**src/source/board_timing_pkg.sv**
```systemverilog
`default_nettype none

package board_timing_pkg;

  // sample clock count, correction offset and trigger time
  typedef logic [63:0] clkcnt_t;

  // one coefficient word
  typedef logic [31:0] coef_t;

  // coefficient index, row * COEF_COLS + column
  typedef logic [5:0] coef_addr_t;

  // coefficient bank dimensions, 64 entries in all
  localparam int COEF_ROWS = 8;
  localparam int COEF_COLS = 8;

  // sysref edge counter width and the number of rises needed to arm
  localparam int SYSREF_EDGE_CNT_W = 3;
  localparam int SYSREF_ARM_EDGES = 4;

  // arming sequence
  typedef enum logic [1:0] {
    IDLE,
    WAIT_SYSREF,
    RUNNING
  } arm_state_e;

endpackage

`default_nettype wire

```
**src/source/sysref_arm_fsm.sv**
```systemverilog
`timescale 1ns/1ns
`default_nettype none

module sysref_arm_fsm (
  input  logic dspclk,
  input  logic reset,
  input  logic arm_en,
  input  logic sysref,
  input  logic soft_reset_stb,
  output logic count_en,
  output logic dsp_reset
);

  // edge count value at which the next counted rise arms
  localparam logic [board_timing_pkg::SYSREF_EDGE_CNT_W-1:0] last_edge =
    board_timing_pkg::SYSREF_EDGE_CNT_W'(board_timing_pkg::SYSREF_ARM_EDGES - 1);

  // sysref sampling pair, q1 is the newer sample
  logic sysref_q1;
  logic sysref_q2;
  logic sysref_rise;

  logic count_rise;
  logic [board_timing_pkg::SYSREF_EDGE_CNT_W-1:0] edge_cnt;

  board_timing_pkg::arm_state_e arm_state;
  board_timing_pkg::arm_state_e arm_state_nxt;

  // sysref is asynchronous to dspclk
  always_ff @(posedge dspclk) begin
    sysref_q1 <= sysref;
    sysref_q2 <= sysref_q1;
  end

  assign sysref_rise = sysref_q1 & ~sysref_q2;

  // only count while the host enables arming and we are waiting
  assign count_rise = sysref_rise & arm_en &
                      (arm_state == board_timing_pkg::WAIT_SYSREF);

  always_ff @(posedge dspclk) begin
    if (reset) begin
      edge_cnt <= '0;
    end else if (count_rise) begin
      edge_cnt <= edge_cnt + 1'b1;
    end
  end

  // next state
  always_comb begin
    arm_state_nxt = arm_state;
    case (arm_state)
      board_timing_pkg::IDLE: begin
        if (arm_en) begin
          arm_state_nxt = board_timing_pkg::WAIT_SYSREF;
        end
      end
      board_timing_pkg::WAIT_SYSREF: begin
        // fourth counted rise
        if (count_rise && edge_cnt == last_edge) begin
          arm_state_nxt = board_timing_pkg::RUNNING;
        end
      end
      board_timing_pkg::RUNNING: begin
        // stays armed until reset
        arm_state_nxt = board_timing_pkg::RUNNING;
      end
      default: begin
        arm_state_nxt = board_timing_pkg::IDLE;
      end
    endcase
  end

  always_ff @(posedge dspclk) begin
    if (reset) begin
      arm_state <= board_timing_pkg::IDLE;
    end else begin
      arm_state <= arm_state_nxt;
    end
  end

  // armed one edge after the state reaches RUNNING
  always_ff @(posedge dspclk) begin
    if (reset) begin
      count_en <= 1'b0;
    end else begin
      count_en <= (arm_state == board_timing_pkg::RUNNING);
    end
  end

  // board reset or host soft reset, one cycle late
  always_ff @(posedge dspclk) begin
    dsp_reset <= reset | soft_reset_stb;
  end

endmodule

`default_nettype wire

```
**src/source/sample_clock_counter.sv**
```systemverilog
`timescale 1ns/1ns
`default_nettype none

module sample_clock_counter (
  input  logic                      dspclk,
  input  logic                      reset,
  input  logic                      count_en,
  input  logic                      corr_sel,
  input  board_timing_pkg::clkcnt_t corr,
  input  board_timing_pkg::clkcnt_t trig_time,
  output board_timing_pkg::clkcnt_t clkcnt,
  output logic                      trig_level
);

  // free-running count since arming
  board_timing_pkg::clkcnt_t raw_count;

  // raw count plus host correction, one cycle behind raw_count
  board_timing_pkg::clkcnt_t corr_count;

  always_ff @(posedge dspclk) begin
    if (reset) begin
      raw_count <= '0;
    end else if (count_en) begin
      raw_count <= raw_count + 64'd1;
    end
  end

  always_ff @(posedge dspclk) begin
    if (reset) begin
      corr_count <= '0;
    end else begin
      corr_count <= raw_count + corr;
    end
  end

  // host picks the corrected or the raw count
  assign clkcnt = corr_sel ? corr_count : raw_count;

  // trigger stays high once the count has reached trig_time
  always_ff @(posedge dspclk) begin
    if (reset) begin
      trig_level <= 1'b0;
    end else begin
      trig_level <= (clkcnt >= trig_time);
    end
  end

endmodule

`default_nettype wire

```
**src/source/coef_bank.sv**
```systemverilog
`timescale 1ns/1ns
`default_nettype none

module coef_bank (
  input  logic                         dspclk,
  input  logic                         reset,
  input  logic                         coef_wstb,
  input  board_timing_pkg::coef_addr_t coef_waddr,
  input  board_timing_pkg::coef_t      coef_wdata,
  input  logic                         coef_rstb,
  input  board_timing_pkg::coef_addr_t coef_raddr,
  input  board_timing_pkg::coef_addr_t dsp_coef_addr,
  output board_timing_pkg::coef_t      coef_rdata,
  output board_timing_pkg::coef_t      dsp_coef
);

  // row by column, address is row * COEF_COLS + column
  board_timing_pkg::coef_t coef_mem [board_timing_pkg::COEF_ROWS][board_timing_pkg::COEF_COLS];

  // host write
  always_ff @(posedge dspclk) begin
    if (coef_wstb) begin
      coef_mem[coef_waddr / board_timing_pkg::COEF_COLS]
              [coef_waddr % board_timing_pkg::COEF_COLS] <= coef_wdata;
    end
  end

  // host readback, holds between strobes
  always_ff @(posedge dspclk) begin
    if (reset) begin
      coef_rdata <= '0;
    end else if (coef_rstb) begin
      coef_rdata <= coef_mem[coef_raddr / board_timing_pkg::COEF_COLS]
                            [coef_raddr % board_timing_pkg::COEF_COLS];
    end
  end

  // DSP side read, every cycle
  // a same-cycle write is seen on the following read
  always_ff @(posedge dspclk) begin
    dsp_coef <= coef_mem[dsp_coef_addr / board_timing_pkg::COEF_COLS]
                        [dsp_coef_addr % board_timing_pkg::COEF_COLS];
  end

endmodule

`default_nettype wire

```
**src/source/board_timing.sv**
```systemverilog
`timescale 1ns/1ns
`default_nettype none

module board_timing (
  input  logic                         dspclk,
  input  logic                         reset,

  // arming
  input  logic                         arm_en,
  input  logic                         sysref,

  // clock counter and trigger
  input  board_timing_pkg::clkcnt_t    corr,
  input  logic                         corr_sel,
  input  board_timing_pkg::clkcnt_t    trig_time,
  input  logic                         soft_reset_stb,

  // coefficient host access and DSP read
  input  logic                         coef_wstb,
  input  board_timing_pkg::coef_addr_t coef_waddr,
  input  board_timing_pkg::coef_t      coef_wdata,
  input  logic                         coef_rstb,
  input  board_timing_pkg::coef_addr_t coef_raddr,
  input  board_timing_pkg::coef_addr_t dsp_coef_addr,

  output logic                         armed,
  output board_timing_pkg::clkcnt_t    clkcnt,
  output logic                         trig_level,
  output logic                         dsp_reset,
  output board_timing_pkg::coef_t      coef_rdata,
  output board_timing_pkg::coef_t      dsp_coef
);

  // counter runs once the arming sequence is done
  logic count_en;

  assign armed = count_en;

  sysref_arm_fsm sysref_arm_fsm_i (
    .dspclk         (dspclk),
    .reset          (reset),
    .arm_en         (arm_en),
    .sysref         (sysref),
    .soft_reset_stb (soft_reset_stb),
    .count_en       (count_en),
    .dsp_reset      (dsp_reset)
  );

  sample_clock_counter sample_clock_counter_i (
    .dspclk     (dspclk),
    .reset      (reset),
    .count_en   (count_en),
    .corr_sel   (corr_sel),
    .corr       (corr),
    .trig_time  (trig_time),
    .clkcnt     (clkcnt),
    .trig_level (trig_level)
  );

  coef_bank coef_bank_i (
    .dspclk        (dspclk),
    .reset         (reset),
    .coef_wstb     (coef_wstb),
    .coef_waddr    (coef_waddr),
    .coef_wdata    (coef_wdata),
    .coef_rstb     (coef_rstb),
    .coef_raddr    (coef_raddr),
    .dsp_coef_addr (dsp_coef_addr),
    .coef_rdata    (coef_rdata),
    .dsp_coef      (dsp_coef)
  );

endmodule

`default_nettype wire

```
**config.mk**
```make
export PLATFORM = sky130hd
export DESIGN_NAME = board_timing
export DESIGN_NICKNAME = d
export VERILOG_FILES = /design/src/source/board_timing_pkg.sv /design/src/source/sysref_arm_fsm.sv /design/src/source/sample_clock_counter.sv /design/src/source/coef_bank.sv /design/src/source/board_timing.sv
export SDC_FILE = /design/constraint.sdc
export NUM_CORES = 2
export LEC_CHECK = 0
export BUFFER_PORTS_ARGS = -buffer_cell sky130_fd_sc_hd__buf_4
export CELL_PAD_IN_SITES_DETAIL_PLACEMENT = 0
export CELL_PAD_IN_SITES_GLOBAL_PLACEMENT = 2
export CORE_ASPECT_RATIO = 1.1
export CORE_MARGIN = 8
export CORE_UTILIZATION = 49
export DETAILED_ROUTE_END_ITERATION = 10
export PLACE_DENSITY_LB_ADDON = 0.3
export SYNTH_ARGS = -nofsm -noshare
export SYNTH_HDL_FRONTEND = slang
export SYNTH_SLANG_ARGS = --single-unit
```
**constraint.sdc**
```tcl
create_clock -name dspclk -period 3.67 [get_ports dspclk]
set_input_delay 0.1835 -clock dspclk [delete_from_list [all_inputs] [get_ports dspclk]]
set_output_delay 0.1835 -clock dspclk [all_outputs]
set_load 0.03 [all_outputs]
```
Yosys cells after proc, flatten, opt, wreduce, memory -nomap -nowiden
Memory sizes are Yosys's and may differ from the RTL's. Index checks and enable logic that the tools add are counted. W data, S select, Z words.

Bits in registers: 202. Bits in latches: 0. Bits in writable memories: 2048. ROM bits: 0. Input port bits: 186. Output and inout bits: 131. Word-level logic and storage cells: 51. Memories kept: 1.

Memory list: coef_bank_i.coef_mem (words 8, width 256, rd ports 2, clocked after Yosys merged registers in 0, write ports 1, line coef_bank.sv:18) `board_timing_pkg::coef_t coef_mem [board_timing_pkg::COEF_ROWS][board_timing_pkg::COEF_COLS];`.

$add $sub $neg: 3. Multiply operators: 0. Div/mod/pow operators: 0. Magnitude comparators: 5. Equality and inequality tests: 5. Shift-type cells: 0. Muxes and demuxes: 14. Bitwise operators: 8. Reductions and logical operators: 4.

Operators with widths (number): $mux W256 (1); $bmux W32 S3 (2); $mux W32 (5); $ge A33 B4 Y1 const B (3); $not A3 Y33 (3); $demux W32 S3 (1); $add A64 B1 Y64 const B (1); $add A64 B64 Y64 (1); $ge A64 B64 Y1 (1); $mux W64 (1); $lt A33 B1 Y1 const B (1); $pmux W2 S3 (1); $mux W2 (2); $ne A2 B2 Y1 const B (2); $add A3 B1 Y3 const B (1); $and A1 B1 Y1 (3); $eq A3 B2 Y1 const B (1); $eq A2 B1 Y1 const B (1); $eq A2 B2 Y1 const B (1); $logic_and A1 B1 Y1 (2); $logic_not A2 Y1 (1); $reduce_and A2 Y1 (1); $mux W1 (1); $not A1 Y1 (1); $or A1 B1 Y1 (1).

Logic depth before layout (Yosys ltp)
Depth after elaboration: 7. Gate-level depth with buffers: 13. Mapped depth without buffers: 11.

Modules after synthesis
A second synthesis with hierarchy kept.

Cell total of the unflattened synthesis: 5874. Area total of the unflattened synthesis: 106711.1 um2.

Modules (own cells, without submodules): coef_bank (instances 1, cells each 4548, area each 95974.5 um2, seq. area each 62780.2 um2); sample_clock_counter (instances 1, cells each 1289, area each 10329.9 um2, seq. area each 2582.5 um2); sysref_arm_fsm (instances 1, cells each 37, area each 406.6 um2, seq. area each 180.2 um2).

Worst setup path before layout
OpenSTA, ideal clock, no wires.

Path kind: input-to-reg. Start: input corr_sel. End: register sample_clock_counter_i.trig_level. Library setup time: 127 ps. Arrival time: 2952 ps. Data required time: 3543 ps. Slack: 591 ps. Cell stages on the path: 12. Path buffers: 2. Path through: clkbuf_1 -> clkbuf_1 -> mux2_2 -> ha_1 -> a21o_1 -> a21o_1 -> a21o_1 -> a21o_1 -> a2111oi_0 -> o21ai_0 -> a221oi_1 -> o21ai_0.

Longest elaborated chain between the ends: 2.

Ends and longest elaborated chain: from (decl) (line board_timing.sv:14) `input logic corr_sel,`; $mux W64 (line sample_clock_counter.sv:38) `assign clkcnt = corr_sel ? corr_count : raw_count;`; via clkcnt[1] (line board_timing.sv:27) `output board_timing_pkg::clkcnt_t clkcnt,`; $ge A64 B64 Y1 (line sample_clock_counter.sv:45) `trig_level <= (clkcnt >= trig_time);`; to (signal assigned) (line sample_clock_counter.sv:45); to (decl) (line sample_clock_counter.sv:12) `output logic trig_level`.

The timed path passes the listed nets, and every way through them passes these cells. A chain may end at the register's enable or synchronous reset.

Worst setup path in the final report
Start: register sample_clock_counter_i.raw_count[0]. End: register sample_clock_counter_i.corr_count[60].

Longest elaborated chain between the ends: 1.

Ends and longest elaborated chain: from (decl) (line sample_clock_counter.sv:16) `board_timing_pkg::clkcnt_t raw_count;`; from (signal assigned) (line sample_clock_counter.sv:25) `raw_count <= raw_count + 64'd1;`; $add A64 B64 Y64 (line sample_clock_counter.sv:33) `corr_count <= raw_count + corr;`; to (signal assigned) (line sample_clock_counter.sv:33); to (decl) (line sample_clock_counter.sv:19) `board_timing_pkg::clkcnt_t corr_count;`.

No other way between the ends.

==> metrics.yaml <==
status:
  outcome: "complete, no violations"
cts:
  ctsRootBufferMaster: "clkbuf_16"
  cts_setup_buffers: 0
  cts_tree: "yes"
  cts_buffers: 225
  htreeDepth: 4
  max-clock-path-buffers: 3
  clock_sinks: 2250
  clk_latency_ns: 0.89
  clk_pin_slew_ns: 0.06
yosys:
  synth_most_common_cell: "edfxtp_1"
  async_reset_ff_frac: 0
  syn-cell-area_mm2: 0.106
  synth_top_area_cell: "edfxtp_1"
  avgSynthCellArea_um2: 19.9
  syn_nets: 5655
  synth_area_leaders: "edfxtp_1 58%, mux4_2 28%, dfxtp_1 3.8%"
  yosys_warnings: 0
  synth_top_cell_area_share: 0.579
  synthCells: 5334
  synth_edf_count: 2048
  ys_seq_elements: 2250
  yosysUniqueCellTypes: 68
  synthTopCellsByCount: "2,048 x edfxtp_1, 1,326 x mux4_2, 262 x nor2_1"
  ys_seq_area_frac: 0.617
  synth_flop_cell: "edfxtp_1"
floorplan:
  core-area_mm2: 0.216
  row_count: 179
  io_pins: 317
  die_h_um: 504
  die_w_um: 460
  initial_core_util: 0.492
  die-area_mm2: 0.232
flow_run:
  cap_violations: 0
setup_path:
  crit_arrival_ns: 4.22
  crit_fanout: 4
  r2r_cells: 11
  critPathKind: "reg -> reg"
  critPathCaptureType: "register"
  rr_endpoint: "sample_clock_counter_i.corr_count[60]$_SDFF_PP0_"
  crit_path_start_kind: "register"
  required_ns: 4.41
  regToRegSetupSlack_ns: 0.19
  reg2reg_from: "sample_clock_counter_i.raw_count[0]$_SDFFE_PP0P_"
worst_hold_path:
  hp-start: "corr[58]"
  holdPathStages: 4
  hp-class: "in -> reg"
  whs_endpoint: "sample_clock_counter_i.corr_count[58]$_SDFF_PP0_"
global_routing:
  grt_use_total: 0.283
  use_met1: 0.376
  antenna_found_initial: 18
  use_met3: 0.0583
  grt_pass1_vias: 62600
  grt_max_degree: 74
  overflow: 0
  busiest_layer: "met2"
  grt_pass1_wl_mm: 470
  use_met2: 0.460
route:
  drc: 0
  avgViaCountPerCell: 6.75
  drt_iter0_markers: 7290
  dr.pass1.iters: 7
  dr_total_vias: 61000
  ant_nets: 0
  totalWireLength_mm: 332
  wl_per_cell_um: 36.8
placed_design:
  port_buffers: 316
  hpwl_mm: 203
  place_inst: 8474
  routabilityCongestion: 0.822
timing:
  fmaxAchievable_mhz: 288
  slew_headroom: 0.232
  slew_viol_final: 0
  hold_ws_ns: 0.0733
  rsz0062_at_grt: "no"
  period_share: 0.948
  final-hold-violation-count: 0
  setup_viol: 0
  min_period_ns: 3.48
  fin_skew_ns: 0.0541
  worst_slew_pin_slew_ns: 1.15
pwr:
  vdd_ir_drop_max_uv: 452
  p_per_area_mw_per_mm2: 468
  p_leak_nw: 40.9
  power_mw: 57.9
layout:
  final_util: 0.572
  layout.cells.non_filler: 9037
  finalNetCount: 6250
  nFillCells: 16100
  drive_above_1_share: 0.400
  area_growth_pct: 16.4
## kinds of logic after synthesis
logic type | count (synthesis) | synth area share
and+or+nand+nor | 588 | 0.0255
AOI/OAI and AO/OA | 348 | 0.0209
adders and majority gates | 135 | 0.0160
xor gates and xnor gates | 95 | 0.00784
muxes | 1465 | 0.295
buffers and inverters | 453 | 0.0169
DFF | 2250 | 0.617
## stage by stage
stage	instance area, um^2	setup WS [ns]	TNS (ns)
floorplan	106000	0.591	0
global placement	115000	-0.0366	-0.0366
detailed placement	115000	-0.00565	-0.00565
CTS	124000	0.00728	0
global route	124000	0.0326	0
finish	124000	0.192	0
## worst max path at each step
stage,slack (ns),depth (start not counted),startpoint,endpoint
6_report,0.19,11,sample_clock_counter_i.raw_count[0]$_SDFFE_PP0P_,sample_clock_counter_i.corr_count[60]$_SDFF_PP0_
3_5_place_dp,-0.006,13,corr[0],sample_clock_counter_i.corr_count[58]$_SDFF_PP0_
4_1_cts,0.007,12,sample_clock_counter_i.raw_count[0]$_SDFFE_PP0P_,sample_clock_counter_i.corr_count[58]$_SDFF_PP0_
3_3_place_gp,-0.04,13,corr_sel,sample_clock_counter_i.trig_level$_SDFF_PP0_
2_1_floorplan,0.59,12,corr_sel,sample_clock_counter_i.trig_level$_SDFF_PP0_
5_1_grt,0.03,13,sample_clock_counter_i.raw_count[0]$_SDFFE_PP0P_,sample_clock_counter_i.corr_count[20]$_SDFF_PP0_
## timing repair
action                                   CTS  global route
hold buffers                             124             0
hold endpoints to repair                2169             0
endpoints found under the setup margin     0             7
gates resized for setup                    0             7
## critical path, cell delays in order (launching register included)
cell and delay (ns):
dfxtp_1 0.31, ha_1 0.21, fa_2 0.39, a211oi_1 0.27, o21a_2 0.23, a2111oi_2 0.09
o311a_1 0.46, o2111a_1 0.32, o21bai_1 0.28, a211oi_1 0.18, a211oi_1 0.26, mux2_2 0.37
## final cells by class
cell class                 count  area, um^2  share of cell area
timing repair buffer         735        7040              0.0570
multi-input combinational   2631       39300               0.318
clock inverter               145        1700              0.0137
clock buffer                 281        6020              0.0487
antenna                       13        32.5            0.000263
sequential                  2250       65500               0.530
inverter                      86         323             0.00261
tap                         2896        3620              0.0293
## power by group
| group | internal, mW | switching (mW) | leakage [nW] |
|---|---|---|---|
| combinational | 2.50 | 2.91 | 17.1 |
| clock | 13.9 | 10.2 | 3.72 |
| sequential | 28.2 | 0.168 | 20.1 |
## flip-flops by register name, indices dropped and copies added, names as in the netlist, 2 cells and up
signal and flops:
coef_bank_i.dsp_coef 32, sample_clock_counter_i.corr_count 64, coef_bank_i.coef_rdata 32, coef_bank_i.coef_mem 2048, sample_clock_counter_i.raw_count 64, sysref_arm_fsm_i.edge_cnt 3
sysref_arm_fsm_i.arm_state 2
## per-layer routing
metal / part of all wire / routed length [um] / vias up
li1: - / - / 24100
met1: 0.37 / 123000 / 32700
met2: 0.49 / 162000 / 3452
met3: 0.095 / 31700 / 705
met4: 0.048 / 16100 / 8
met5: 0.00014 / 46 / -
## layout by cell type (no fill, tap or decap), types with 11 or more instances in the layout
cell,n
edfxtp_1,2048
mux4_2,1326
buf_4,509
clkbuf_16,226
dfxtp_1,202
nor2_1,197
ha_1,134
dlygate4sd3_1,124
nand2_1,113
a21oi_1,97
buf_12,92
inv_1,86
o21ai_0,83
mux2_2,82
a21o_1,76
nor2_4,64
mux2i_1,56
xor2_1,54
nand3_1,48
xnor2_1,41
nand4_1,39
clkbuf_1,39
clkinv_1,38
clkinv_2,37
bufinv_16,32
nor2b_1,24
nor3_1,19
o21bai_1,18
or3_1,17
clkbuf_8,17
and3_1,16
clkinvlp_4,16
diode_2,13
and2_1,12
and4_1,11
No activity file was read; power rests on OpenSTA's default activity.
